$ cat src/hw/bridge_pkg.sv
package bridge_pkg;

    localparam int unsigned addr_w = 16;
    localparam int unsigned data_w = 8;

    // One request beat on either bus.
    typedef struct packed {
        logic              valid;
        logic              write;
        logic [addr_w-1:0] addr;
        logic [data_w-1:0] wdata;
    } bus_req_t;

    // Response beat, ack is a single-cycle pulse.
    typedef struct packed {
        logic              ack;
        logic              err;
        logic [data_w-1:0] rdata;
    } bus_rsp_t;

    // Bus A address map.
    localparam logic [addr_w-1:0] a_target1_base = 16'h0000;
    localparam logic [addr_w-1:0] a_target2_base = 16'h4000;
    localparam logic [addr_w-1:0] bridge_base    = 16'h8000;

    // Bridge window, split into three bus B regions.
    localparam int unsigned bridge_size0 = 4096;
    localparam int unsigned bridge_size1 = 2048;
    localparam int unsigned bridge_size2 = 4096;
    localparam int unsigned bridge_span  = bridge_size0 + bridge_size1 + bridge_size2;

    // Where each window region lands on bus B.
    localparam logic [addr_w-1:0] b_target0_base = 16'h8000;
    localparam logic [addr_w-1:0] b_target1_base = 16'h0000;
    localparam logic [addr_w-1:0] b_target2_base = 16'h4000;

    // Fixed transfer issued by the push button.
    localparam logic [addr_w-1:0] button_addr = 16'h8004;
    localparam logic [data_w-1:0] button_data = 8'hA5;

endpackage

$ cat src/hw/bus_bridge.sv
`timescale 1ns/10ps

module bus_bridge #(
    parameter logic [bridge_pkg::addr_w-1:0] BASE    = '0,
    parameter int unsigned                   SIZE0   = 1,
    parameter int unsigned                   SIZE1   = 1,
    parameter int unsigned                   SIZE2   = 1,
    parameter logic [bridge_pkg::addr_w-1:0] B_BASE0 = '0,
    parameter logic [bridge_pkg::addr_w-1:0] B_BASE1 = '0,
    parameter logic [bridge_pkg::addr_w-1:0] B_BASE2 = '0
) (
    input  logic                 clk,
    input  logic                 rst_n,
    input  bridge_pkg::bus_req_t a_req,
    output bridge_pkg::bus_rsp_t a_rsp,
    output bridge_pkg::bus_req_t b_req,
    input  bridge_pkg::bus_rsp_t b_rsp,
    output logic [7:0]           last_write
);
    import bridge_pkg::*;

    typedef enum logic [1:0] {
        st_idle,
        st_busy,
        st_resp
    } state_t;

    state_t            state;
    logic [31:0]       offset;
    logic [31:0]       b_addr_full;
    logic              b_valid_q;
    logic              b_write_q;
    logic [addr_w-1:0] b_addr_q;
    logic [data_w-1:0] b_wdata_q;
    logic              err_q;
    logic [data_w-1:0] rdata_q;

    // Window offset to bus B address.
    always_comb begin
        offset = 32'(a_req.addr) - 32'(BASE);
        if (offset < SIZE0) begin
            b_addr_full = 32'(B_BASE0) + offset;
        end else if (offset < SIZE0 + SIZE1) begin
            b_addr_full = 32'(B_BASE1) + offset - SIZE0;
        end else begin
            b_addr_full = 32'(B_BASE2) + offset - SIZE0 - SIZE1;
        end
    end

    always_ff @(posedge clk or negedge rst_n) begin
        if (!rst_n) begin
            state      <= st_idle;
            b_valid_q  <= 1'b0;
            last_write <= '0;
        end else begin
            case (state)
                st_idle: begin
                    if (a_req.valid) begin
                        state     <= st_busy;
                        b_valid_q <= 1'b1;
                    end
                end
                st_busy: begin
                    if (b_rsp.ack) begin
                        state     <= st_resp;
                        b_valid_q <= 1'b0;
                        if (b_write_q && !b_rsp.err) begin
                            last_write <= b_wdata_q;
                        end
                    end
                end
                // Bus A ack goes out here.
                st_resp: begin
                    state <= st_idle;
                end
                default: begin
                    state <= st_idle;
                end
            endcase
        end
    end

    always_ff @(posedge clk) begin
        if (state == st_idle && a_req.valid) begin
            b_write_q <= a_req.write;
            b_addr_q  <= addr_w'(b_addr_full);
            b_wdata_q <= a_req.wdata;
        end
        if (state == st_busy && b_rsp.ack) begin
            err_q   <= b_rsp.err;
            rdata_q <= b_rsp.rdata;
        end
    end

    assign b_req = '{valid: b_valid_q, write: b_write_q, addr: b_addr_q, wdata: b_wdata_q};
    assign a_rsp = '{ack: (state == st_resp), err: err_q, rdata: rdata_q};

    // Bus A decode only routes addresses inside the window.
    a_in_window: assert property (
        @(posedge clk) disable iff (!rst_n)
        a_req.valid |-> offset < SIZE0 + SIZE1 + SIZE2
    );

endmodule

$ cat config.mk
export PLATFORM = sky130hd
export DESIGN_NAME = bus_bridge
export DESIGN_NICKNAME = d
export VERILOG_FILES = /design/src/hw/bridge_pkg.sv /design/src/hw/bus_bridge.sv
export SDC_FILE = /design/constraint.sdc
export NUM_CORES = 1
export LEC_CHECK = 0
export BUFFER_PORTS_ARGS = -buffer_cell sky130_fd_sc_hd__buf_2
export CORE_UTILIZATION = 47
export DETAILED_ROUTE_END_ITERATION = 8
export MAX_ROUTING_LAYER = met4
export PLACE_DENSITY = 0.75
export SYNTH_ARGS = -nofsm -noshare
export SYNTH_HDL_FRONTEND = slang
export SYNTH_SLANG_ARGS = --single-unit
$ cat constraint.sdc
create_clock -name clk -period 2.6 [get_ports clk]
set_input_delay 0.26 -clock clk [delete_from_list [all_inputs] [get_ports clk]]
set_output_delay 0.26 -clock clk [all_outputs]
set_load 0.01 [all_outputs]
==> results.toml <==
[detailed_routing]
wirelength_mm = 5.64
antenna_left = 0
drt-vias-per-instance = 5.33
dr.pass1.iters = 4
drc = 0
wl_per_cell_um = 14.3
via_count = 2093
drt-initial-drc-count = 50

[global_routing]
overflow = 0
grt_util_all_layers_pct = 19.7
first_global_vias = 1871
grt_start_max_net_pins = 27
antenna_found_initial = 0
grt_pass1_wl_mm = 9.10

[setup_path]
slowest_delay_ns = 0.56
r2r_setup_slack_ns = 1.00
r2r_end = "last_write[2]$_DFFE_PN0P_"
crit_chain = "buf_2 > inv_1 > ha_1 > or4b_1 > nor4b_1 > a21oi_1 > o21ai_4 > nand4_1 > nor3b_2"
r2r-start = "state[1]$_DFFE_PN0P_"
cp_slowest_cell = "or4b_1"
crit_arrival_ns = 2.25
setup.worst_path.end_class = "flop"
worstPathRequired_ns = 2.65
cp-start-kind = "input port"
path_class = "input port to flop"
cp_max_fo = 7
rr_worst_depth = 4

[layout]
antenna_cells = 0
drive_gt1_share_pct = 42.4
fillers = 458
final_util_pct = 59.9
fin_nets = 362
multiInputGateArea_um2 = 1260
layoutNonFillerInstCount = 393
ff_latch_area_um2 = 1300
area_growth_pct = 22.6

[yosys]
yosysUniqueCellTypes = 62
ys_warn_count = 0
synth_seq_cells = 45
syn-num-nets = 277
synth_cells = 235
yosys.area.top_type = "edfxtp_1"
synth_seq_area_share_pct = 47.9
synth_area_um2 = 2710
synth-main-ff-cell = "edfxtp_1"
synth_edf_count = 34
synthTopCellsByCount = "edfxtp_1, nor2_1, dfrtp_1"
synth.most_common_cell = "edfxtp_1"
syn_area_per_cell_um2 = 11.5
yosys.area.top_type_share_pct = 37.7
ys_async_sr_fraction_pct = 24.4
synthTopCellsByArea = "edfxtp_1, dfrtp_1, mux2_2, xnor2_1, xor2_1"

[die]
dieArea_um2 = 6070
start_util_pct = 48.9
die_w_um = 77.9
chipHeight_um = 77.9
io_pins = 82
num_rows = 27
core_area_um2 = 5540

[clock_network]
cts_root_buf = "clkbuf_8"
cts_buffers = 5
cts.clk_slew.worst_paths_ns = 0.08
clk_latency_ns = 0.29
cts_max_level = 2
numClockSinks = 45
cts_tree = "yes"
cts_buffer_depth = 2

[place]
place.gp.congestion = 0.886
placedCellCount = 384
io_buffers = 81
place_hpwl_mm = 4.43

[power_and_ir_drop]
power_density_nw_per_um2 = 563
p_leak_uw = 0.00134
max-vdd-ir-drop_mv = 0.344
combPwrFrac_pct = 22.4
internal-power_uw = 1390
p_sw_uw = 484
clkPwrFrac_pct = 27.7
total_power_uw = 1870
switching_share_pct = 25.9
p_seq_share_pct = 49.9

[sta]
layout_min_cycle_time_ns = 2.20
fin_worst_hold_slack_ns = 0.138
final_max_slew_viol_count = 0
max_clock_freq_ghz = 0.454
tightest_slew_ns = 0.457
setup_tns_ns = 0
setup_viol = 0
clock_skew_ns = 0.00825
rsz0062_at_grt = "no"
final_hold_viol_count = 0
period_share_pct = 84.7
slew-limit-headroom_pct = 69.3

[min_path]
hold_class = "input port to flop"
whs_endpoint = "b_wdata_q[1]$_DFFE_PP_"
whs_path_depth = 1
worstHoldStart = "a_req[1]"

[status]
outcome = "finished clean"

[run]
drv_cap = 0
-- cell families after synthesis --
kind of cell / after synthesis / share of synthesized area, %
compound gates: 38 / 11.0
xor+xnor: 19 / 6.14
fa+ha+maj: 4 / 1.85
buf+inv: 25 / 6.05
flops: 45 / 47.9
mux: 11 / 4.48
simple gates: 93 / 22.6
-- final cells by class --
| cell class | count | area share [%] |
|---|---|---|
| Inverter | 6 | 0.678 |
| Clock buffer | 7 | 3.58 |
| Sequential cell | 45 | 39.0 |
| Timing Repair Buffer | 97 | 15.9 |
| Clock inverter | 1 | 0.151 |
| Tap cell | 72 | 2.71 |
| Multi-Input combinational cell | 165 | 37.9 |
-- repair_timing --
item	in CTS	in global routing
setup buffers	0	0
hold buffers	1	0
gates resized for setup	0	0
setup endpoints to repair	0	0
hold endpoints to repair	11	0
-- cells in the final DEF (no fill, tap or decap), drive strengths merged, types with 3 or more instances in the layout --
cell	n
mux2	9
nor4b	5
o21ai	5
or2	3
nor4	3
nor3	10
nand4	7
nand3	4
edfxtp	34
o211ai	5
a211oi	4
clkbuf	7
nand2	10
or4	3
inv	6
nor2	19
nor3b	8
a21oi	6
ha	4
a31oi	4
nor2b	6
or3	4
xnor2	10
buf	96
dfrtp	11
xor2	9
-- per-stage QoR --
step	area (um2)	setup slack, ns
after floorplan	2710	0.195
after global placement	3190	0.141
after detailed placement	3190	0.102
after CTS	3320	0.414
after global routing	3320	0.119
final	3320	0.399
-- worst max-delay path, delay by kind of cell --
kind / cells / cell delay (ns)
compound gates: 2 / 0.36
simple gates: 4 / 1.13
fa+ha+maj: 1 / 0.28
buf+inv: 2 / 0.23
-- per-layer routing --
metal / global-route usage [%] / routed length (um)
met5: - / 0
met3: 3.06 / 423
met4: 6.85 / 94
met1: 25.9 / 2550
met2: 31.2 / 2570
-- power by group through the flow --
| stage | clock network, uW | logic (uW) | registers (uW) |
|---|---|---|---|
| 2_1_floorplan | 0 | 206 | 993 |
| 3_3_place_gp | 0 | 409 | 943 |
| 3_5_place_dp | 0 | 420 | 952 |
| 4_1_cts | 534 | 422 | 935 |
| 5_1_grt | 557 | 458 | 945 |
| 6_report | 517 | 419 | 933 |
-- registers in the layout, summed over array words and instances (netlist names) --
| signal | cells |
|---|---|
| b_addr_q | 16 |
| b_valid_q | 1 |
| b_wdata_q | 8 |
| b_write_q | 1 |
| err_q | 1 |
| last_write | 8 |
| rdata_q | 8 |
| state | 2 |
-- worst max path at each step --
| stage | startpoint | end | slack (ns) | depth (start not counted) |
|---|---|---|---|---|
| floorplan | a_req[10] | b_addr_q[12]$_DFFE_PP_ | 0.19 | 10 |
| global placement | a_req[9] | b_addr_q[14]$_DFFE_PP_ | 0.14 | 8 |
| detailed placement | a_req[9] | b_addr_q[14]$_DFFE_PP_ | 0.10 | 8 |
| CTS | a_req[9] | b_addr_q[14]$_DFFE_PP_ | 0.41 | 8 |
| global route | a_req[9] | b_addr_q[14]$_DFFE_PP_ | 0.12 | 8 |
| finish | a_req[9] | b_addr_q[15]$_DFFE_PP_ | 0.40 | 9 |
(Power assumes the default switching activity.)
