### src/hw/bridge_pkg.sv
package bridge_pkg;

    localparam int unsigned addr_w = 16;
    localparam int unsigned data_w = 8;

    // One request beat on either bus.
    typedef struct packed {
        logic              valid;
        logic              write;
        logic [addr_w-1:0] addr;
        logic [data_w-1:0] wdata;
    } bus_req_t;

    // Response beat, ack is a single-cycle pulse.
    typedef struct packed {
        logic              ack;
        logic              err;
        logic [data_w-1:0] rdata;
    } bus_rsp_t;

    // Bus A address map.
    localparam logic [addr_w-1:0] a_target1_base = 16'h0000;
    localparam logic [addr_w-1:0] a_target2_base = 16'h4000;
    localparam logic [addr_w-1:0] bridge_base    = 16'h8000;

    // Bridge window, split into three bus B regions.
    localparam int unsigned bridge_size0 = 4096;
    localparam int unsigned bridge_size1 = 2048;
    localparam int unsigned bridge_size2 = 4096;
    localparam int unsigned bridge_span  = bridge_size0 + bridge_size1 + bridge_size2;

    // Where each window region lands on bus B.
    localparam logic [addr_w-1:0] b_target0_base = 16'h8000;
    localparam logic [addr_w-1:0] b_target1_base = 16'h0000;
    localparam logic [addr_w-1:0] b_target2_base = 16'h4000;

    // Fixed transfer issued by the push button.
    localparam logic [addr_w-1:0] button_addr = 16'h8004;
    localparam logic [data_w-1:0] button_data = 8'hA5;

endpackage

### src/hw/bus_arbiter.sv
`timescale 1ns/10ps

module bus_arbiter (
    input  logic                 clk,
    input  logic                 rst_n,
    input  bridge_pkg::bus_req_t req_hi,
    input  bridge_pkg::bus_req_t req_lo,
    output bridge_pkg::bus_rsp_t rsp_hi,
    output bridge_pkg::bus_rsp_t rsp_lo,
    output bridge_pkg::bus_req_t bus_req,
    input  bridge_pkg::bus_rsp_t bus_rsp
);
    logic busy;
    logic owner_hi;
    logic grant_hi;

    // High side wins when the bus is free.
    assign grant_hi = busy ? owner_hi : req_hi.valid;

    assign bus_req = grant_hi ? req_hi : req_lo;
    assign rsp_hi  = grant_hi ? bus_rsp : '0;
    assign rsp_lo  = grant_hi ? '0 : bus_rsp;

    // Owner stays locked until its ack.
    always_ff @(posedge clk or negedge rst_n) begin
        if (!rst_n) begin
            busy     <= 1'b0;
            owner_hi <= 1'b0;
        end else if (!busy) begin
            if (bus_req.valid && !bus_rsp.ack) begin
                busy     <= 1'b1;
                owner_hi <= grant_hi;
            end
        end else if (bus_rsp.ack) begin
            busy <= 1'b0;
        end
    end

    // Locked owner keeps its request up until the ack.
    a_owner_valid: assert property (
        @(posedge clk) disable iff (!rst_n)
        busy |-> bus_req.valid
    );

endmodule

### config.mk
export PLATFORM = sky130hd
export DESIGN_NAME = bus_arbiter
export DESIGN_NICKNAME = d
export VERILOG_FILES = /design/src/hw/bridge_pkg.sv /design/src/hw/bus_arbiter.sv
export SDC_FILE = /design/constraint.sdc
export NUM_CORES = 1
export LEC_CHECK = 0
export BUFFER_PORTS_ARGS = -buffer_cell sky130_fd_sc_hd__buf_2
export CAP_MARGIN = 20
export CORE_MARGIN = 2
export CORE_UTILIZATION = 27
export DETAILED_ROUTE_END_ITERATION = 6
export PLACE_DENSITY_LB_ADDON = 0.12
export REMOVE_ABC_BUFFERS = 1
export SYNTH_ARGS = -nofsm -noshare
export SYNTH_HDL_FRONTEND = slang
export SYNTH_SLANG_ARGS = --single-unit
### constraint.sdc
create_clock -name clk -period 1.7 [get_ports clk]
set_input_delay 0.17 -clock clk [delete_from_list [all_inputs] [get_ports clk]]
set_output_delay 0.17 -clock clk [all_outputs]
set_load 0.005 [all_outputs]
==> results of run 1 <==
[power by group]
group          internal (W)  total (W)  switching [W]
clock             0.0000781   0.000107      0.0000288
sequential        0.0000538  0.0000613     0.00000744
combinational      0.000418   0.000618       0.000199
total              0.000550   0.000786       0.000235
[sequential cells by signal, summed over array words and instances, names as in the netlist]
signal	cells
busy	1
owner_hi	1
[stage by stage]
step	setup WS, ns	cells
after floorplan	-0.355	57
after global placement	0.116	196
after detailed placement	0.0893	196
after CTS	-0.0755	205
after global routing	-0.133	207
final	-0.0771	207
[cell usage after synthesis (all sizes together)]
master / instances / area [sq um]
or2b: 1 / 7.51
inv: 1 / 3.75
nor2b: 10 / 62.6
mux2i: 1 / 22.5
a31oi: 1 / 6.26
dfrtp: 2 / 50.1
a21oi: 1 / 5.00
nor2: 2 / 7.51
clkbuf: 1 / 3.75
a22o: 1 / 8.76
buf: 3 / 27.5
mux2: 25 / 357
nor3: 1 / 5.00
and2: 10 / 62.6
nand2: 1 / 3.75
[per-layer routing]
metal / vias to the layer above / wire (um) / global-route usage (%)
li1: 449 / - / -
met1: 391 / 768 / 14.9
met2: 68 / 1350 / 32.1
met3: 0 / 298 / 3.43
met4: 0 / 0 / 5.56
met5: - / 0 / 0
[logic make-up after synthesis]
group,Yosys count
mux,26
simple gates,25
buf+inv,5
compound gates,3
flops,2
[worst paths after layout]
check / cells past startpoint / slack (ns) / to
setup / recovery: 5 / -0.08 / bus_req[17]
hold / removal: 2 / 0.14 / busy
setup reg to reg: 4 / 0.65 / owner_hi
hold reg to reg: 1 / 0.59 / owner_hi
max in group asynchronous: 2 / 1.33 / busy
min in group asynchronous: 2 / 0.26 / busy
[final cells by class]
class                   instances  area (sq um)
clock buffers                   3          22.5
fillers                       181           694
inverters                       1          3.75
multi-input cells              54           572
flip-flops and latches          2          51.3
well taps                      28          35.0
repair buffers                119           833
[timing repair]
action / 4_1_cts / 5_1_grt
buffers inserted: 4 / 3
resized for setup: 27 / 11
setup endpoints to repair: 25 / 35
endpoints found under the hold margin: 2 / 0
cloned: 1 / 1
hold buffers: 1 / 0
==> key figures, run 1 <==
Critical path
  – WP data arrival: roughly 1.6 ns
  – Cell at the slowest stage of the critical path: dfrtp_2
  – Setup crit start: busy
  – Crit path cell chain: mux2i_4, buf_6, buf_12, mux2_4, buf_6
  – CP bufs+invs: 3
  – Crit path kind: reg -> out
  – CP Launch Type: register
  – Max stage delay on crit path: ~0.38 ns
  – Most used cell, CP: buf_6
  – Highest net fanout along the worst path: 12
  – Worst r2r src: busy
  – CP top delay family: multiplexers
  – Nature of the critical path endpoint: output pin
  – Worst Path Required: around 1.5 ns

Floorplanning
  – Die W: between 50 and 60 um
  – Die Area: between 0.002 and 0.003 sq mm
  – Starting Density: around 29%
  – Ports: 110
  – # rows: 17
  – Core Region: about 0.0022 sq mm
  – Vert. Die Dim: about 52 um

Job
  – Maxcap violations: 0

Routing
  – DR pass1 iterations: 4
  – DRT iter0 DRCs: 2
  – # DRC: 0
  – Via Count: 908
  – Post-Route WL: approximately 2400 um
  – Final ANT Viol Nets: 0
  – Post-DR wirelength/cell: 11.7 um
  – Via density per instance: ~4.4

Synth
  – Synth Area in Simple Gates: about a quarter
  – Largest family of logic cells by synthesized area: multiplexers
  – Post-synthesis mux area share: 59.9%
  – Adder-cell area share of the yosys netlist: 0%
  – Mapped Area: about 630 sq um
  – Synth Area in Compound Gates: approximately 3.2%
  – Synth Area per Inst: 10.4 sq um
  – Synth Area in XOR/XNOR: 0%
  – Synthesis-stage register bit count: 2
  – Post-Syn Instances: 61
  – Sequential fraction of the synthesis area: about 8%
  – Yosys warnings: 0
  – Yosys cell types: 17

STA
  – Max Slew Vio Count: 0
  – Unrepaired setup endpoints after global routing: yes
  – Final worst slack: -0.0771 ns
  – Final Hold Violating Endpoints: 0
  – Final period utilization: 105%
  – Worst-Margin Slew: ~0.19 ns
  – Rel. slew slack: ~87%
  – Layout Skew: approximately 0.007 ns
  – Hold WS: 0.140 ns
  – TNS Setup: -1.49 ns
  – Fmax: around 0.56 GHz
  – Final setup fails: 24
  – Shortest period the worst path allows: between 1.5 and 2 ns

Place
  – Half-perimeter wire length after placement: about 1800 um
  – Gpl congestion: 0.662
  – DP Area: approximately 0.0012 sq mm
  – Port Buffers: between 100 and 150

Cells and area
  – # nets final: between 200 and 250
  – Final instance area: 0.00152 sq mm
  – Finished Core Util: 68.6%
  – Syn-to-layout area delta: 140%
  – N_diodes: 0
  – Layout cell share with drive strength beyond 1: 83.8%
  – Commonest non-fill, non-tap cell in the layout: buf_2
  – Most frequent cells in the layout: buf_2, buf_6, mux2_4

CTS
  – Latest clock arrival within the worst-skew pair: around 0.23 ns
  – CTS tree: done
  – Reg clk slew, reported paths: 0.04 ns
  – Clock tree sinks: 2
  – Clock root cell: clkbuf_4
  – H-tree levels: 1
  – Clk buf depth: 2
  – Num CTS Buffers: 3

Power and ir drop
  – Pwr dens: approximately 520 mW/mm^2
  – LEAKAGE: just under 0.9 nW
  – Total power: around 0.00079 W
  – Maximum VDD drop: 333 uV

Hold path
  – Worst Hold Class: in -> reg
  – HP Start: bus_rsp[9]

Global routing
  – Antenna violations before repair: 0
  – Largest net degree at the start of global routing: 24
  – Grt ovf: 0
  – Global Route Usage Sum: 15.7%
  – Global-route wire length before repair: approximately 3200 um
  – Vias in the first global route: ~780

Run status
  – Failing checks: setup timing
  – Status: complete, but fails checks
Note: power is estimated with default switching activity, not from simulation.
==> run 2: changes to the inputs <==
--- a/config.mk
+++ b/config.mk
@@ -8,7 +8,7 @@
 export BUFFER_PORTS_ARGS = -buffer_cell sky130_fd_sc_hd__buf_2
 export CAP_MARGIN = 20
 export CORE_MARGIN = 2
-export CORE_UTILIZATION = 27
+export CORE_UTILIZATION = 29
 export DETAILED_ROUTE_END_ITERATION = 6
 export PLACE_DENSITY_LB_ADDON = 0.12
 export REMOVE_ABC_BUFFERS = 1
==> constraint.sdc (replaced) <==
create_clock -name clk -period 2.2 [get_ports clk]
set_input_delay 0.22 -clock clk [delete_from_list [all_inputs] [get_ports clk]]
set_output_delay 0.22 -clock clk [all_outputs]
set_load 0.005 [all_outputs]
==> key figures, run 2 (synthesis gave the netlist of run 1 again) <==
Power and ir drop
  – Comb pwr share: 72.4% (-6.2 points)
  – Power Internal: 0.000313 W (-43%)
  – Net Sw Frac: 32.7% (+2.8 points)
  – Clock power share: 17.3% (+3.7 points)
  – Switch Pwr: 0.000152 W (-35%)
  – LEAKAGE: 0.756 nW (-15%)
  – Sequential share of power: 10.4% (+2.6 points)
  – Maximum VDD drop: 326 uV (-2.1%)
  – Pwr dens: 378 mW/mm^2 (-27%)

Cells and area
  – Commonest non-fill, non-tap cell in the layout: buf_2
  – Largest regs: busy (1), owner_hi (1)
  – # nets final: 238 (-2.9%)
  – Syn-to-layout area delta: 94.1%
  – Final instance area: 0.00123 sq mm (-19%)
  – Most frequent cells in the layout: buf_2, mux2_4, and2_1, nor2b_1, mux2_2
  – N_diodes: 0 (unchanged)
  – Layout cell share with drive strength beyond 1: 81.4% (-2.4 points)

Floorplanning
  – Die W: 50.7 um (-3.2%)
  – Die Area: 0.00257 sq mm (-6.4%)
  – Starting Density: 31.6% (+3.0 points)
  – Ports: 110 (unchanged)
  – Core Region: 0.00200 sq mm (-9.5%)
  – # rows: 16 (-1)
  – Vert. Die Dim: 50.7 um (-3.2%)

Critical path
  – Worst r2r src: busy
  – CP Launch Type: register
  – WP data arrival: 1.72 ns (+0.11 ns)
  – Crit path kind: reg -> out
  – Crit path cell chain: mux2i_4, buf_4, mux2_2, buf_2
  – CP bufs+invs: 2 (-1)
  – Worst Path Required: 1.98 ns (+0.45 ns)
  – Setup crit start: busy
  – CP top delay family: multiplexers
  – R2R Path End: owner_hi
  – R2R setup slack: 1.26 ns (+0.61 ns)
  – Max stage delay on crit path: 0.44 ns (+0.06 ns)
  – Cell at the slowest stage of the critical path: dfrtp_1
  – Nature of the critical path endpoint: output pin
  – Highest net fanout along the worst path: 19 (+7)
  – Worst Reg-to-Reg Cells: 3 (-1)

Routing
  – DR pass1 iterations: 3 (-1)
  – # DRC: 0 (unchanged)
  – Via density per instance: 4.33 (-1.2%)
  – DRT iter0 DRCs: 3 (+1)
  – Post-DR wirelength/cell: 11.4 um (-2.1%)
  – Final ANT Viol Nets: 0 (unchanged)
  – Via Count: 862 (-5.1%)
  – Post-Route WL: 2280 um (-5.9%)

Global routing
  – Antenna violations before repair: 0 (unchanged)
  – Global-route wire length before repair: 3420 um (+5.1%)
  – Largest net degree at the start of global routing: 27 (+13%)
  – Global Route Usage Sum: 16.8% (+1.1 points)
  – Vias in the first global route: 801 (+2.4%)
  – Grt ovf: 0 (unchanged)

CTS
  – Post-CTS setup buffers: 0 (-4)
  – H-tree levels: 1 (unchanged)
  – Num CTS Buffers: 3 (unchanged)
  – CTS resizes: 0 (-100%)
  – Clock tree sinks: 2 (unchanged)
  – Clk buf depth: 2 (unchanged)
  – Reg clk slew, reported paths: 0.03 ns (about the same)
  – Clock root cell: clkbuf_4
  – Latest clock arrival within the worst-skew pair: 0.22 ns (about the same)
  – CTS tree: done

Hold path
  – Worst Hold Depth: 2 (unchanged)
  – HP Start: bus_rsp[9]
  – Worst Hold Class: in -> reg
  – Worst min-delay path endpoint: busy

STA
  – Final setup fails: 0 (-100%)
  – TNS Setup: 0 ns (+1.49 ns)
  – Rel. slew slack: 80.2% (-6.9 points)
  – Layout Skew: 0.000923 ns (-0.00609 ns)
  – Shortest period the worst path allows: 1.94 ns
  – Final period utilization: 88.4%
  – Unrepaired setup endpoints after global routing: no
  – Worst-Margin Slew: 0.296 ns (+0.108 ns)
  – Fmax: 0.514 GHz
  – Max Slew Vio Count: 0 (unchanged)
  – Final Hold Violating Endpoints: 0 (unchanged)

Run status
  – Status: complete, no violations

Place
  – Port Buffers: 109 (unchanged)
  – DP Area: 0.00120 sq mm (-2.1%)
  – Half-perimeter wire length after placement: 1990 um (+13%)
  – Gpl congestion: 0.634 (-4.2%)

Job
  – Maxcap violations: 0 (unchanged)
run 2: changes by cell type in the layout (fill, tap and decap cells not counted):
cell and change:
buf_6 -28, buf_2 +25, mux2_2 +5, mux2_4 -5
buf_12 -2, and2_1 +1, and2_4 -1, buf_4 -1
clkbuf_16 -1, dfrtp_1 +1, dfrtp_2 -1, nor2b_1 +1
nor2b_2 -1
run 2: metrics by stage:
step | cells | hold slack [ns] | utilization, % | worst slack [ns] | power, W
finish | 199 | 0.189 | 61.4 | 0.256 | 0.000465
global placement | 195 | 0.00608 | 59.8 | 0.518 | 0.000380
floorplan | 57 | -0.0756 | - | 0.0951 | 0.000230
CTS | 199 | 0.189 | 61.4 | 0.240 | 0.000474
global route | 199 | 0.217 | 61.4 | 0.153 | 0.000502
detailed placement | 195 | 0.00519 | 59.8 | 0.479 | 0.000389
run 2: layer usage:
layer	share of wire [%]	track usage, %	routed length (um)	vias up
met5	0	0	0	-
met3	11	2.98	244	2
met4	0.35	4.50	8	0
met1	32	15.8	733	376
li1	-	-	-	434
met2	57	35.7	1290	50
run 2: area by class of cell:
type,instances,area (sq um)
fillers,200,773
repair buffers,112,571
multi-input cells,54,548
flip-flops and latches,2,50.0
well taps,27,33.8
clock buffers,3,22.5
inverters,1,3.75
run 2: power groups by stage:
stage	sequential, W	combinational [W]	clock, W
after floorplan	0.0000475	0.000183	0
after global placement	0.0000483	0.000332	0
after detailed placement	0.0000486	0.000340	0
after CTS	0.0000483	0.000342	0.0000841
after global routing	0.0000491	0.000367	0.0000866
final	0.0000483	0.000336	0.0000803
run 2: worst max path at each step:
stage                      end  slack, ns  cells after the start
finish              bus_req[3]       0.26                      4
global route        bus_req[4]       0.15                      4
CTS                 bus_req[4]       0.24                      4
detailed placement  bus_req[4]       0.48                      4
global placement    bus_req[0]       0.52                      4
floorplan           bus_req[0]        0.1                      2
run 2: worst reg2reg max path: stages, from the launching register on:
cell	delay [ns]
dfrtp_1	0.43
nor2_1	0.15
nand2_1	0.07
a22o_1	0.18
run 2: repair_timing:
item / CTS / global route
endpoints found under the setup margin: 0 / 0
hold buffers: 1 / 0
hold endpoints to repair: 2 / 0
