**src/hw/bridge_pkg.sv**
```systemverilog
package bridge_pkg;

    localparam int unsigned addr_w = 16;
    localparam int unsigned data_w = 8;

    // One request beat on either bus.
    typedef struct packed {
        logic              valid;
        logic              write;
        logic [addr_w-1:0] addr;
        logic [data_w-1:0] wdata;
    } bus_req_t;

    // Response beat, ack is a single-cycle pulse.
    typedef struct packed {
        logic              ack;
        logic              err;
        logic [data_w-1:0] rdata;
    } bus_rsp_t;

    // Bus A address map.
    localparam logic [addr_w-1:0] a_target1_base = 16'h0000;
    localparam logic [addr_w-1:0] a_target2_base = 16'h4000;
    localparam logic [addr_w-1:0] bridge_base    = 16'h8000;

    // Bridge window, split into three bus B regions.
    localparam int unsigned bridge_size0 = 4096;
    localparam int unsigned bridge_size1 = 2048;
    localparam int unsigned bridge_size2 = 4096;
    localparam int unsigned bridge_span  = bridge_size0 + bridge_size1 + bridge_size2;

    // Where each window region lands on bus B.
    localparam logic [addr_w-1:0] b_target0_base = 16'h8000;
    localparam logic [addr_w-1:0] b_target1_base = 16'h0000;
    localparam logic [addr_w-1:0] b_target2_base = 16'h4000;

    // Fixed transfer issued by the push button.
    localparam logic [addr_w-1:0] button_addr = 16'h8004;
    localparam logic [data_w-1:0] button_data = 8'hA5;

endpackage

```
**src/hw/addr_decoder.sv**
```systemverilog
`timescale 1ns/10ps

module addr_decoder #(
    parameter logic [bridge_pkg::addr_w-1:0] BASE0 = '0,
    parameter int unsigned                   SIZE0 = 1,
    parameter logic [bridge_pkg::addr_w-1:0] BASE1 = '0,
    parameter int unsigned                   SIZE1 = 1,
    parameter logic [bridge_pkg::addr_w-1:0] BASE2 = '0,
    parameter int unsigned                   SIZE2 = 1
) (
    input  logic                 clk,
    input  logic                 rst_n,
    input  bridge_pkg::bus_req_t req,
    output bridge_pkg::bus_rsp_t rsp,
    output bridge_pkg::bus_req_t t_req [3],
    input  bridge_pkg::bus_rsp_t t_rsp [3]
);
    import bridge_pkg::*;

    logic [2:0] hit;
    logic       err_q;
    bus_rsp_t   sel_rsp;

    function automatic logic in_range(
        input logic [31:0] addr,
        input logic [31:0] base,
        input logic [31:0] size
    );
        return (addr >= base) && (addr < base + size);
    endfunction

    always_comb begin
        hit[0] = in_range(32'(req.addr), 32'(BASE0), SIZE0);
        hit[1] = in_range(32'(req.addr), 32'(BASE1), SIZE1);
        hit[2] = in_range(32'(req.addr), 32'(BASE2), SIZE2);
    end

    // Only the selected target sees valid.
    always_comb begin
        sel_rsp = '0;
        for (int i = 0; i < 3; i++) begin
            t_req[i]       = req;
            t_req[i].valid = req.valid & hit[i];
            if (hit[i]) begin
                sel_rsp = t_rsp[i];
            end
        end
    end

    // Unmapped access.
    always_ff @(posedge clk or negedge rst_n) begin
        if (!rst_n) begin
            err_q <= 1'b0;
        end else begin
            err_q <= req.valid && (hit == 3'b000) && !err_q;
        end
    end

    assign rsp = err_q ? bus_rsp_t'{ack: 1'b1, err: 1'b1, rdata: '0} : sel_rsp;

endmodule

```
**config.mk**
```make
export PLATFORM = sky130hd
export DESIGN_NAME = addr_decoder
export DESIGN_NICKNAME = d
export VERILOG_FILES = /design/src/hw/bridge_pkg.sv /design/src/hw/addr_decoder.sv
export SDC_FILE = /design/constraint.sdc
export NUM_CORES = 1
export LEC_CHECK = 0
export BUFFER_PORTS_ARGS = -buffer_cell sky130_fd_sc_hd__buf_2
export CORE_MARGIN = 3
export CORE_UTILIZATION = 27
export CTS_BUF_LIST = sky130_fd_sc_hd__clkbuf_4
export CTS_CLUSTER_DIAMETER = 40
export DETAILED_ROUTE_END_ITERATION = 6
export PLACE_DENSITY = 0.93
export SLEW_MARGIN = 40
export SYNTH_ARGS = -nofsm -noshare
export SYNTH_HDL_FRONTEND = slang
export SYNTH_SLANG_ARGS = --single-unit
```
**constraint.sdc**
```tcl
create_clock -name clk -period 1.8 [get_ports clk]
set_input_delay 0.45 -clock clk [delete_from_list [all_inputs] [get_ports clk]]
set_output_delay 0.45 -clock clk [all_outputs]
set_load 0.05 [all_outputs]
```
==> flow_summary.html, run 1 <==
<table>
<tr><th>Metric</th><th>Value</th></tr>
<tr><th colspan="2">Clock network</th></tr>
<tr><td>Insertion delay to the later sink of the worst-skew pair</td><td>0 ns</td></tr>
<tr><td>Clock slew at the register clock pins of the worst setup and hold paths</td><td>0 ns</td></tr>
<tr><td>Hold-fix buffer count after cts</td><td>0</td></tr>
<tr><th colspan="2">Routing</th></tr>
<tr><td>ANT nets after route</td><td>0</td></tr>
<tr><td>DRC marker count from the first detailed-route iteration</td><td>3</td></tr>
<tr><td>Detailed-router iteration count before antenna repair</td><td>2</td></tr>
<tr><td>Avg Vias per Cell</td><td>3.908</td></tr>
<tr><td>Total vias in the final route</td><td>598</td></tr>
<tr><td>Aggregate routed wire length</td><td>~1700 um</td></tr>
<tr><td>Residual DRC</td><td>0</td></tr>
<tr><td>Per-cell routed wire length</td><td>10.95 um</td></tr>
<tr><th colspan="2">Logic synthesis</th></tr>
<tr><td>Total of flip-flops plus latches after synthesis</td><td>1</td></tr>
<tr><td>Fraction of the yosys area taken by sequential cells</td><td>0.03175</td></tr>
<tr><td>Post-synthesis cell count</td><td>100</td></tr>
<tr><td>Netlist cell types</td><td>12</td></tr>
<tr><td>Netlist Area Pre-Place</td><td>between 700 and 800 um2</td></tr>
<tr><td>Synthesis Warnings</td><td>0</td></tr>
<tr><td>Most area-hungry cell type in the Yosys netlist</td><td>sky130_fd_sc_hd__buf_4</td></tr>
<tr><td>Area share of the largest cell type after synthesis</td><td>0.7333</td></tr>
<tr><td>Syn avg cell area</td><td>slightly below 8 um2</td></tr>
<tr><td>Synth area leaders</td><td>sky130_fd_sc_hd__buf_4 (73%), sky130_fd_sc_hd__nor3b_2 (11%), sky130_fd_sc_hd__dfrtp_1 (3.2%)</td></tr>
<tr><td>Total nets after synthesis</td><td>158</td></tr>
<tr><th colspan="2">Placement</th></tr>
<tr><td>HPWL Detailed</td><td>~1500 um</td></tr>
<tr><td>Placed insts</td><td>around 150</td></tr>
<tr><td>Number of I/O port buffers</td><td>between 80 and 90</td></tr>
<tr><td>Global placement routability congestion</td><td>between 0.5 and 0.6</td></tr>
<tr><th colspan="2">Floorplan</th></tr>
<tr><td>Die Span X</td><td>between 60 and 70 um</td></tr>
<tr><td>Floorplan core area</td><td>around 2600 um2</td></tr>
<tr><td>Effective utilization at floorplan</td><td>0.3017</td></tr>
<tr><td>Core Rows</td><td>18</td></tr>
<tr><td>Number of primary I/O pins</td><td>approximately 150</td></tr>
<tr><td>Die Height</td><td>between 60 and 70 um</td></tr>
<tr><td>Die ar.</td><td>between 3000 and 4000 um2</td></tr>
<tr><th colspan="2">Global route</th></tr>
<tr><td>Vias in the first global route</td><td>roughly 550</td></tr>
<tr><td>Global-route wire length before repair</td><td>approximately 2300 um</td></tr>
<tr><td>Number of antenna violations at the first check in global routing</td><td>0</td></tr>
<tr><td>Gr usage total</td><td>0.07879</td></tr>
<tr><td>Pin count of the biggest net entering global routing</td><td>13</td></tr>
<tr><td>Remaining Overflow, GRT</td><td>0</td></tr>
<tr><th colspan="2">Finish</th></tr>
<tr><td>Number of flip-flops in the largest register</td><td>1</td></tr>
<tr><td>Registers with the highest flip-flop counts</td><td>err_q x1</td></tr>
<tr><td>Fraction of final layout cells with drive strength greater than 1</td><td>0.9512</td></tr>
<tr><td>Number of nets in the layout</td><td>~180</td></tr>
<tr><td>Commonest non-fill, non-tap cell in the layout</td><td>sky130_fd_sc_hd__buf_2</td></tr>
<tr><td>Antenna diodes</td><td>0</td></tr>
<tr><td>Number of standard cells in the layout, taps in and fillers out</td><td>between 150 and 200</td></tr>
<tr><td>Post-synthesis to final-layout area growth</td><td>28.10%</td></tr>
<tr><td>Final core utilization</td><td>0.3865</td></tr>
<tr><td>Commonest cells after routing, fill and taps aside</td><td>sky130_fd_sc_hd__buf_2 (73), sky130_fd_sc_hd__buf_4 (13), sky130_fd_sc_hd__buf_6 (13)</td></tr>
<tr><td>Register with the most flip-flops</td><td>err_q</td></tr>
<tr><th colspan="2">Worst setup path</th></tr>
<tr><td>Worst Path Arrival</td><td>1.61 ns</td></tr>
<tr><td>WP data required</td><td>1.35 ns</td></tr>
<tr><td>Sort of element at the start of the critical path</td><td>primary input</td></tr>
<tr><td>Category of the worst setup path capture point</td><td>primary output</td></tr>
<tr><td>Worst R2R Setup Slack</td><td>0.74 ns</td></tr>
<tr><td>Worst Reg2Reg Path Length in Cells</td><td>1</td></tr>
<tr><td>Worst-path maximum fanout</td><td>12</td></tr>
<tr><td>Crit Reg-Reg Startpoint</td><td>err_q$_DFF_PN0_</td></tr>
<tr><td>End of the worst register-to-register path</td><td>err_q$_DFF_PN0_</td></tr>
<tr><td>Start-to-end type of the worst setup path</td><td>primary input to primary output</td></tr>
<tr><th colspan="2">STA</th></tr>
<tr><td>Number of pins exceeding their max-slew limit in the final report</td><td>0</td></tr>
<tr><td>Least-Margin Pin Slew</td><td>around 0.7 ns</td></tr>
<tr><td>Final number of setup-violating endpoints</td><td>13</td></tr>
<tr><td>Setup repair after global routing missed its margin</td><td>yes</td></tr>
<tr><td>Slew HR</td><td>0.5320</td></tr>
<tr><td>Setup TNS</td><td>-3.062 ns</td></tr>
<tr><td>Post-route fraction of the period consumed by the critical path</td><td>1.147</td></tr>
<tr><td>Maximum frequency from static timing analysis</td><td>roughly 480 MHz</td></tr>
<tr><td>Final Hold Vio Count</td><td>0</td></tr>
<tr><td>Worst Clk Skew</td><td>0 ns</td></tr>
<tr><td>Min Clock Period, post-route</td><td>roughly 2.1 ns</td></tr>
<tr><td>Post-route worst setup slack</td><td>-0.2648 ns</td></tr>
<tr><th colspan="2">Power and ir drop</th></tr>
<tr><td>Reported leakage power</td><td>between 0.5 and 0.6 nW</td></tr>
<tr><td>PD cells</td><td>~400 nW/um2</td></tr>
<tr><td>Max IR drop VDD</td><td>just over 0.0003 V</td></tr>
<tr><th colspan="2">Outcome</th></tr>
<tr><td>Violations in the final reports</td><td>negative setup slack</td></tr>
<tr><td>Run status</td><td>complete, but fails checks</td></tr>
<tr><th colspan="2">Run</th></tr>
<tr><td>Max-cap violations</td><td>0</td></tr>
<tr><th colspan="2">Hold path</th></tr>
<tr><td>Hold/Removal Path Class</td><td>primary input to asynchronous set/reset pin</td></tr>
</table>
## layout make-up
cell class | count | area, um2
Fill cell | 275 | 1603
Inverter | 3 | 11.26
Multi-Input combinational cell | 17 | 276.5
Sequential cell | 1 | 25.02
Tap cell | 30 | 37.54
Timing Repair Buffer | 102 | 659.4
## per-layer routing
layer  vias up  part of all wire  track usage
met3         7              0.13      0.01080
li1        286                 -            -
met1       262              0.28      0.08184
met2        43              0.57       0.1590
met4         0             0.019      0.02215
met5         -                 0            0
## stage by stage
| stage | hold slack (ns) | area (um2) | worst slack (ns) | power, mW |
|---|---|---|---|---|
| finish | 0.2260 | 1010 | -0.2648 | 0.4025 |
| floorplan | 0.1544 | 904.6 | -0.2790 | 0.5124 |
| global placement | 0.2248 | 897.1 | -0.3629 | 0.3923 |
| CTS | 0.2266 | 993.5 | -0.3099 | 0.4036 |
| global route | 0.2287 | 1010 | -0.3251 | 0.4193 |
| detailed placement | 0.2268 | 897.1 | -0.4049 | 0.3952 |
## where the power goes
part | internal, mW | leakage, nW | switching [mW] | total (mW)
Combinational | 0.0990 | 0.538 | 0.269 | 0.368
Clock | 0 | 0 | 0 | 0
Sequential | 0.0243 | 0.0125 | 0.00981 | 0.0341
Total | 0.123 | 0.550 | 0.279 | 0.402
## cells in the mapped netlist
library cell,n
sky130_fd_sc_hd__buf_4,77
sky130_fd_sc_hd__nor3b_2,7
sky130_fd_sc_hd__inv_1,3
sky130_fd_sc_hd__nor4_1,3
sky130_fd_sc_hd__nor3b_1,2
sky130_fd_sc_hd__o21bai_1,2
sky130_fd_sc_hd__buf_6,1
sky130_fd_sc_hd__clkbuf_1,1
sky130_fd_sc_hd__dfrtp_1,1
sky130_fd_sc_hd__nand4_1,1
sky130_fd_sc_hd__nor2_1,1
sky130_fd_sc_hd__nor4_2,1
## worst max-delay path by stage
stage	cells past startpoint	startpoint	slack, ns	endpoint
floorplan	5	req[18]	-0.28	t_req[51]
global placement	6	req[18]	-0.36	rsp[0]
detailed placement	6	req[18]	-0.40	rsp[0]
CTS	6	req[18]	-0.31	rsp[0]
global route	6	req[18]	-0.33	rsp[3]
finish	6	req[12]	-0.26	rsp[0]
## worst max-delay path, stage by stage
cell and delay, ns:
sky130_fd_sc_hd__buf_4 0.13, sky130_fd_sc_hd__nor4_4 0.28, sky130_fd_sc_hd__nand4_1 0.18, sky130_fd_sc_hd__buf_12 0.20
sky130_fd_sc_hd__nor3b_2 0.19, sky130_fd_sc_hd__buf_6 0.19
## cells by family after synthesis
logic type / after synthesis / synth area share
AOI/OAI and AO/OA: 2 / 0.01904
buffers and inverters: 82 / 0.7667
and+or+nand+nor: 15 / 0.1825
DFF: 1 / 0.03174
## what timing repair did
| item | in CTS | in global routing |
|---|---|---|
| gates resized for setup | 31 | 3 |
| hold endpoints to repair | 0 | 0 |
| endpoints found under the setup margin | 13 | 13 |
| setup buffers | 0 | 0 |
No activity file was read; power rests on OpenSTA's default activity.
==> inputs of run 2 (changes only) <==
==> constraint.sdc (replaced) <==
create_clock -name clk -period 2 [get_ports clk]
set_input_delay 0.5 -clock clk [delete_from_list [all_inputs] [get_ports clk]]
set_output_delay 0.5 -clock clk [all_outputs]
set_load 0.05 [all_outputs]
==> run 2 against run 1 <==
  * The flow still finishes with violations (negative setup slack)
  * Sequential cell count unchanged
  * Sequential share of layout area down 0.069 points
  * Combinational power down 6.0%
  * Wire length up 7.8%
  * Final cell count up 2.0%
  * Highest routed layer unchanged
==> flow_summary.html, run 2 (synthesized netlist as in run 1, its figures left out) <==
<table>
<tr><th>Metric</th><th>Value</th></tr>
<tr><th colspan="2">STA</th></tr>
<tr><td>Final Hold Vio Count</td><td>0 (unchanged)</td></tr>
<tr><td>Final number of setup-violating endpoints</td><td>13 (unchanged)</td></tr>
<tr><td>Maximum frequency from static timing analysis</td><td>about 460 MHz</td></tr>
<tr><td>Final hold slack</td><td>0.2753 ns (was 0.2260 ns)</td></tr>
<tr><td>Setup repair after global routing missed its margin</td><td>yes (unchanged)</td></tr>
<tr><td>Least-Margin Pin Slew</td><td>0.2565 ns (was 0.7020 ns)</td></tr>
<tr><td>Post-route fraction of the period consumed by the critical path</td><td>1.078</td></tr>
<tr><td>Number of pins exceeding their max-slew limit in the final report</td><td>0 (unchanged)</td></tr>
<tr><td>Min Clock Period, post-route</td><td>2.155 ns</td></tr>
<tr><td>Worst Clk Skew</td><td>0 ns (unchanged)</td></tr>
<tr><td>Slew HR</td><td>0.8302 (was 0.5320)</td></tr>
<tr><td>Post-route worst setup slack</td><td>-0.1550 ns (was -0.2648 ns)</td></tr>
<tr><th colspan="2">Global route</th></tr>
<tr><td>Global-route wire length before repair</td><td>2332 um (was 2304 um)</td></tr>
<tr><td>Number of antenna violations at the first check in global routing</td><td>0 (unchanged)</td></tr>
<tr><td>Remaining Overflow, GRT</td><td>0 (unchanged)</td></tr>
<tr><td>Pin count of the biggest net entering global routing</td><td>13 (unchanged)</td></tr>
<tr><td>Gr usage total</td><td>0.08187 (was 0.07879)</td></tr>
<tr><td>Vias in the first global route</td><td>559 (was 554)</td></tr>
<tr><th colspan="2">Power and ir drop</th></tr>
<tr><td>Max IR drop VDD</td><td>0.0002714 V (was 0.0003085 V)</td></tr>
<tr><td>Clock share of power</td><td>0 (about the same)</td></tr>
<tr><td>Reported leakage power</td><td>0.5671 nW (was 0.5502 nW)</td></tr>
<tr><td>Cell internal pwr</td><td>0.1170 mW (was 0.1232 mW)</td></tr>
<tr><td>Proportion of total power due to net switching</td><td>0.6843 (was 0.6938)</td></tr>
<tr><td>Proportion of power drawn by flip-flops and latches</td><td>0.066 (was 0.085)</td></tr>
<tr><td>P_sw</td><td>0.2537 mW (was 0.2792 mW)</td></tr>
<tr><td>PD cells</td><td>356.9 nW/um2 (was 398.6 nW/um2)</td></tr>
<tr><td>Share of power burned in combinational logic</td><td>0.934 (was 0.915)</td></tr>
<tr><th colspan="2">Floorplan</th></tr>
<tr><td>Number of primary I/O pins</td><td>146 (unchanged)</td></tr>
<tr><td>Core Rows</td><td>18 (unchanged)</td></tr>
<tr><td>Floorplan core area</td><td>2613 um2 (unchanged)</td></tr>
<tr><td>Die Height</td><td>60.03 um (unchanged)</td></tr>
<tr><td>Die ar.</td><td>3604 um2 (unchanged)</td></tr>
<tr><td>Die Span X</td><td>60.03 um (unchanged)</td></tr>
<tr><td>Effective utilization at floorplan</td><td>0.3017 (unchanged)</td></tr>
<tr><th colspan="2">Worst setup path</th></tr>
<tr><td>Buffers and inverters on the worst path</td><td>3 (unchanged)</td></tr>
<tr><td>Kind of cell with the highest combined delay on the critical path</td><td>simple AND/OR/NAND/NOR gates (unchanged)</td></tr>
<tr><td>Category of the worst setup path capture point</td><td>primary output (unchanged)</td></tr>
<tr><td>Worst Path Arrival</td><td>1.66 ns (was 1.61 ns)</td></tr>
<tr><td>Slowest stage delay, CP</td><td>0.27 ns (was 0.28 ns)</td></tr>
<tr><td>WP data required</td><td>1.50 ns (was 1.35 ns)</td></tr>
<tr><td>Start-to-end type of the worst setup path</td><td>primary input to primary output (unchanged)</td></tr>
<tr><td>Sort of element at the start of the critical path</td><td>primary input (unchanged)</td></tr>
<tr><td>Worst-path maximum fanout</td><td>12 (unchanged)</td></tr>
<tr><td>Standard cell with the maximum stage delay on the critical path</td><td>sky130_fd_sc_hd__nor4_4 (unchanged)</td></tr>
<tr><td>Critical path cell sequence</td><td>buf_2 -&gt; nor4_4 -&gt; nand4_1 -&gt; buf_12 -&gt; nor3b_2 -&gt; buf_6 (was buf_4 -&gt; nor4_4 -&gt; nand4_1 -&gt; buf_12 -&gt; nor3b_2 -&gt; buf_6)</td></tr>
<tr><th colspan="2">Routing</th></tr>
<tr><td>Avg Vias per Cell</td><td>4.045 (was 3.908)</td></tr>
<tr><td>DRC marker count from the first detailed-route iteration</td><td>3 (unchanged)</td></tr>
<tr><td>Detailed-router iteration count before antenna repair</td><td>2 (unchanged)</td></tr>
<tr><td>Total vias in the final route</td><td>631 (was 598)</td></tr>
<tr><td>Residual DRC</td><td>0 (unchanged)</td></tr>
<tr><td>Aggregate routed wire length</td><td>1806 um (was 1676 um)</td></tr>
<tr><td>ANT nets after route</td><td>0 (unchanged)</td></tr>
<tr><td>Per-cell routed wire length</td><td>11.58 um (was 10.95 um)</td></tr>
<tr><th colspan="2">Placement</th></tr>
<tr><td>Place WS</td><td>-0.2826 ns (was -0.4049 ns)</td></tr>
<tr><td>HPWL Detailed</td><td>1599 um (was 1512 um)</td></tr>
<tr><td>Placed insts</td><td>156 (was 153)</td></tr>
<tr><td>Number of I/O port buffers</td><td>89 (unchanged)</td></tr>
<tr><td>Post-place instance area</td><td>919.6 um2 (was 897.1 um2)</td></tr>
<tr><td>Global placement routability congestion</td><td>0.5971 (was 0.5980)</td></tr>
<tr><th colspan="2">Finish</th></tr>
<tr><td>Register with the most flip-flops</td><td>err_q (unchanged)</td></tr>
<tr><td>Post-synthesis to final-layout area growth</td><td>31.75% (was 28.10%)</td></tr>
<tr><td>Fraction of final layout cells with drive strength greater than 1</td><td>0.9524 (was 0.9512)</td></tr>
<tr><td>Fill cell count</td><td>254 (was 275)</td></tr>
<tr><td>Number of standard cells in the layout, taps in and fillers out</td><td>156 (was 153)</td></tr>
<tr><td>Commonest non-fill, non-tap cell in the layout</td><td>sky130_fd_sc_hd__buf_2 (unchanged)</td></tr>
<tr><td>Commonest cells after routing, fill and taps aside</td><td>sky130_fd_sc_hd__buf_2 (72), sky130_fd_sc_hd__buf_4 (16), sky130_fd_sc_hd__buf_6 (14) (was sky130_fd_sc_hd__buf_2 (73), sky130_fd_sc_hd__buf_4 (13), sky130_fd_sc_hd__buf_6 (13))</td></tr>
<tr><td>Summed area of non-filler cells in the final layout</td><td>1039 um2 (was 1010 um2)</td></tr>
<tr><td>Number of nets in the layout</td><td>186 (was 183)</td></tr>
<tr><td>Final core utilization</td><td>0.3975 (was 0.3865)</td></tr>
<tr><td>Number of flip-flops in the largest register</td><td>1 (unchanged)</td></tr>
<tr><td>Registers with the highest flip-flop counts</td><td>err_q x1 (unchanged)</td></tr>
<tr><td>Antenna diodes</td><td>0 (unchanged)</td></tr>
<tr><th colspan="2">Run</th></tr>
<tr><td>Max-cap violations</td><td>0 (unchanged)</td></tr>
<tr><th colspan="2">Outcome</th></tr>
<tr><td>Run status</td><td>complete, but fails checks (unchanged)</td></tr>
<tr><td>Violations in the final reports</td><td>negative setup slack (unchanged)</td></tr>
<tr><th colspan="2">Clock network</th></tr>
<tr><td>Hold-fix buffer count after cts</td><td>0 (unchanged)</td></tr>
<tr><td>Clock slew at the register clock pins of the worst setup and hold paths</td><td>0 ns (about the same)</td></tr>
<tr><td>Insertion delay to the later sink of the worst-skew pair</td><td>0 ns (about the same)</td></tr>
<tr><th colspan="2">Hold path</th></tr>
<tr><td>Hold/Removal Path Class</td><td>primary input to asynchronous set/reset pin (unchanged)</td></tr>
</table>
run 2: changes by cell type in the layout (fill, tap and decap cells not counted), sizes merged:
| cell | change |
|---|---|
| buf | +3 |
run 2: layout make-up:
| type | instances | area (um2) | area share |
|---|---|---|---|
| Sequential cell | 1 | 25.02 | 0.02410 |
| Multi-Input combinational cell | 17 | 276.5 | 0.2663 |
| Tap cell | 30 | 37.54 | 0.03614 |
| Timing Repair Buffer | 105 | 688.2 | 0.6626 |
| Inverter | 3 | 11.26 | 0.01084 |
run 2: worst register-to-register path: cells and delay by family (launching register included):
| kind | cells | cell delay (ns) |
|---|---|---|
| flip-flops | 1 | 0.42 |
| AND/OR/NAND/NOR | 1 | 0.23 |
| buffers and inverters | 1 | 0.20 |
run 2: per-layer routing:
layer | track usage | vias up | share of wire
li1 | - | 292 | -
met1 | 0.06650 | 275 | 0.27
met2 | 0.1883 | 54 | 0.56
met3 | 0.01080 | 10 | 0.14
met4 | 0.02215 | 0 | 0.021
met5 | 0 | - | 0
run 2: final timing paths:
path / to / startpoint / slack [ns] / cells past startpoint
hold reg to reg: err_q$_DFF_PN0_ / err_q$_DFF_PN0_ / 0.75 / 2
min in group clk: err_q$_DFF_PN0_ / err_q$_DFF_PN0_ / 0.75 / 2
setup reg to reg: err_q$_DFF_PN0_ / err_q$_DFF_PN0_ / 1.05 / 2
max in group asynchronous: err_q$_DFF_PN0_ / rst_n / 1.64 / 1
hold / removal: err_q$_DFF_PN0_ / rst_n / 0.28 / 1
setup / recovery: rsp[0] / req[12] / -0.16 / 6
run 2: what timing repair did:
action	4_1_cts	5_1_grt
buffers inserted	0	0
endpoints found under the setup margin	13	13
resized for setup	30	5
run 2: power by group through the flow:
stage                     sequential (mW)  clock [mW]  combinational [mW]
after floorplan                    0.0225           0               0.439
after global placement             0.0243           0               0.335
after detailed placement           0.0244           0               0.338
after CTS                          0.0244           0               0.347
after global routing               0.0251           0               0.360
final                              0.0244           0               0.346
run 2: stage by stage:
stage,power [mW],setup TNS [ns]
floorplan,0.4611,-1.491
global placement,0.3590,-3.002
detailed placement,0.3629,-3.203
CTS,0.3716,-1.927
global route,0.3849,-2.597
finish,0.3707,-1.660
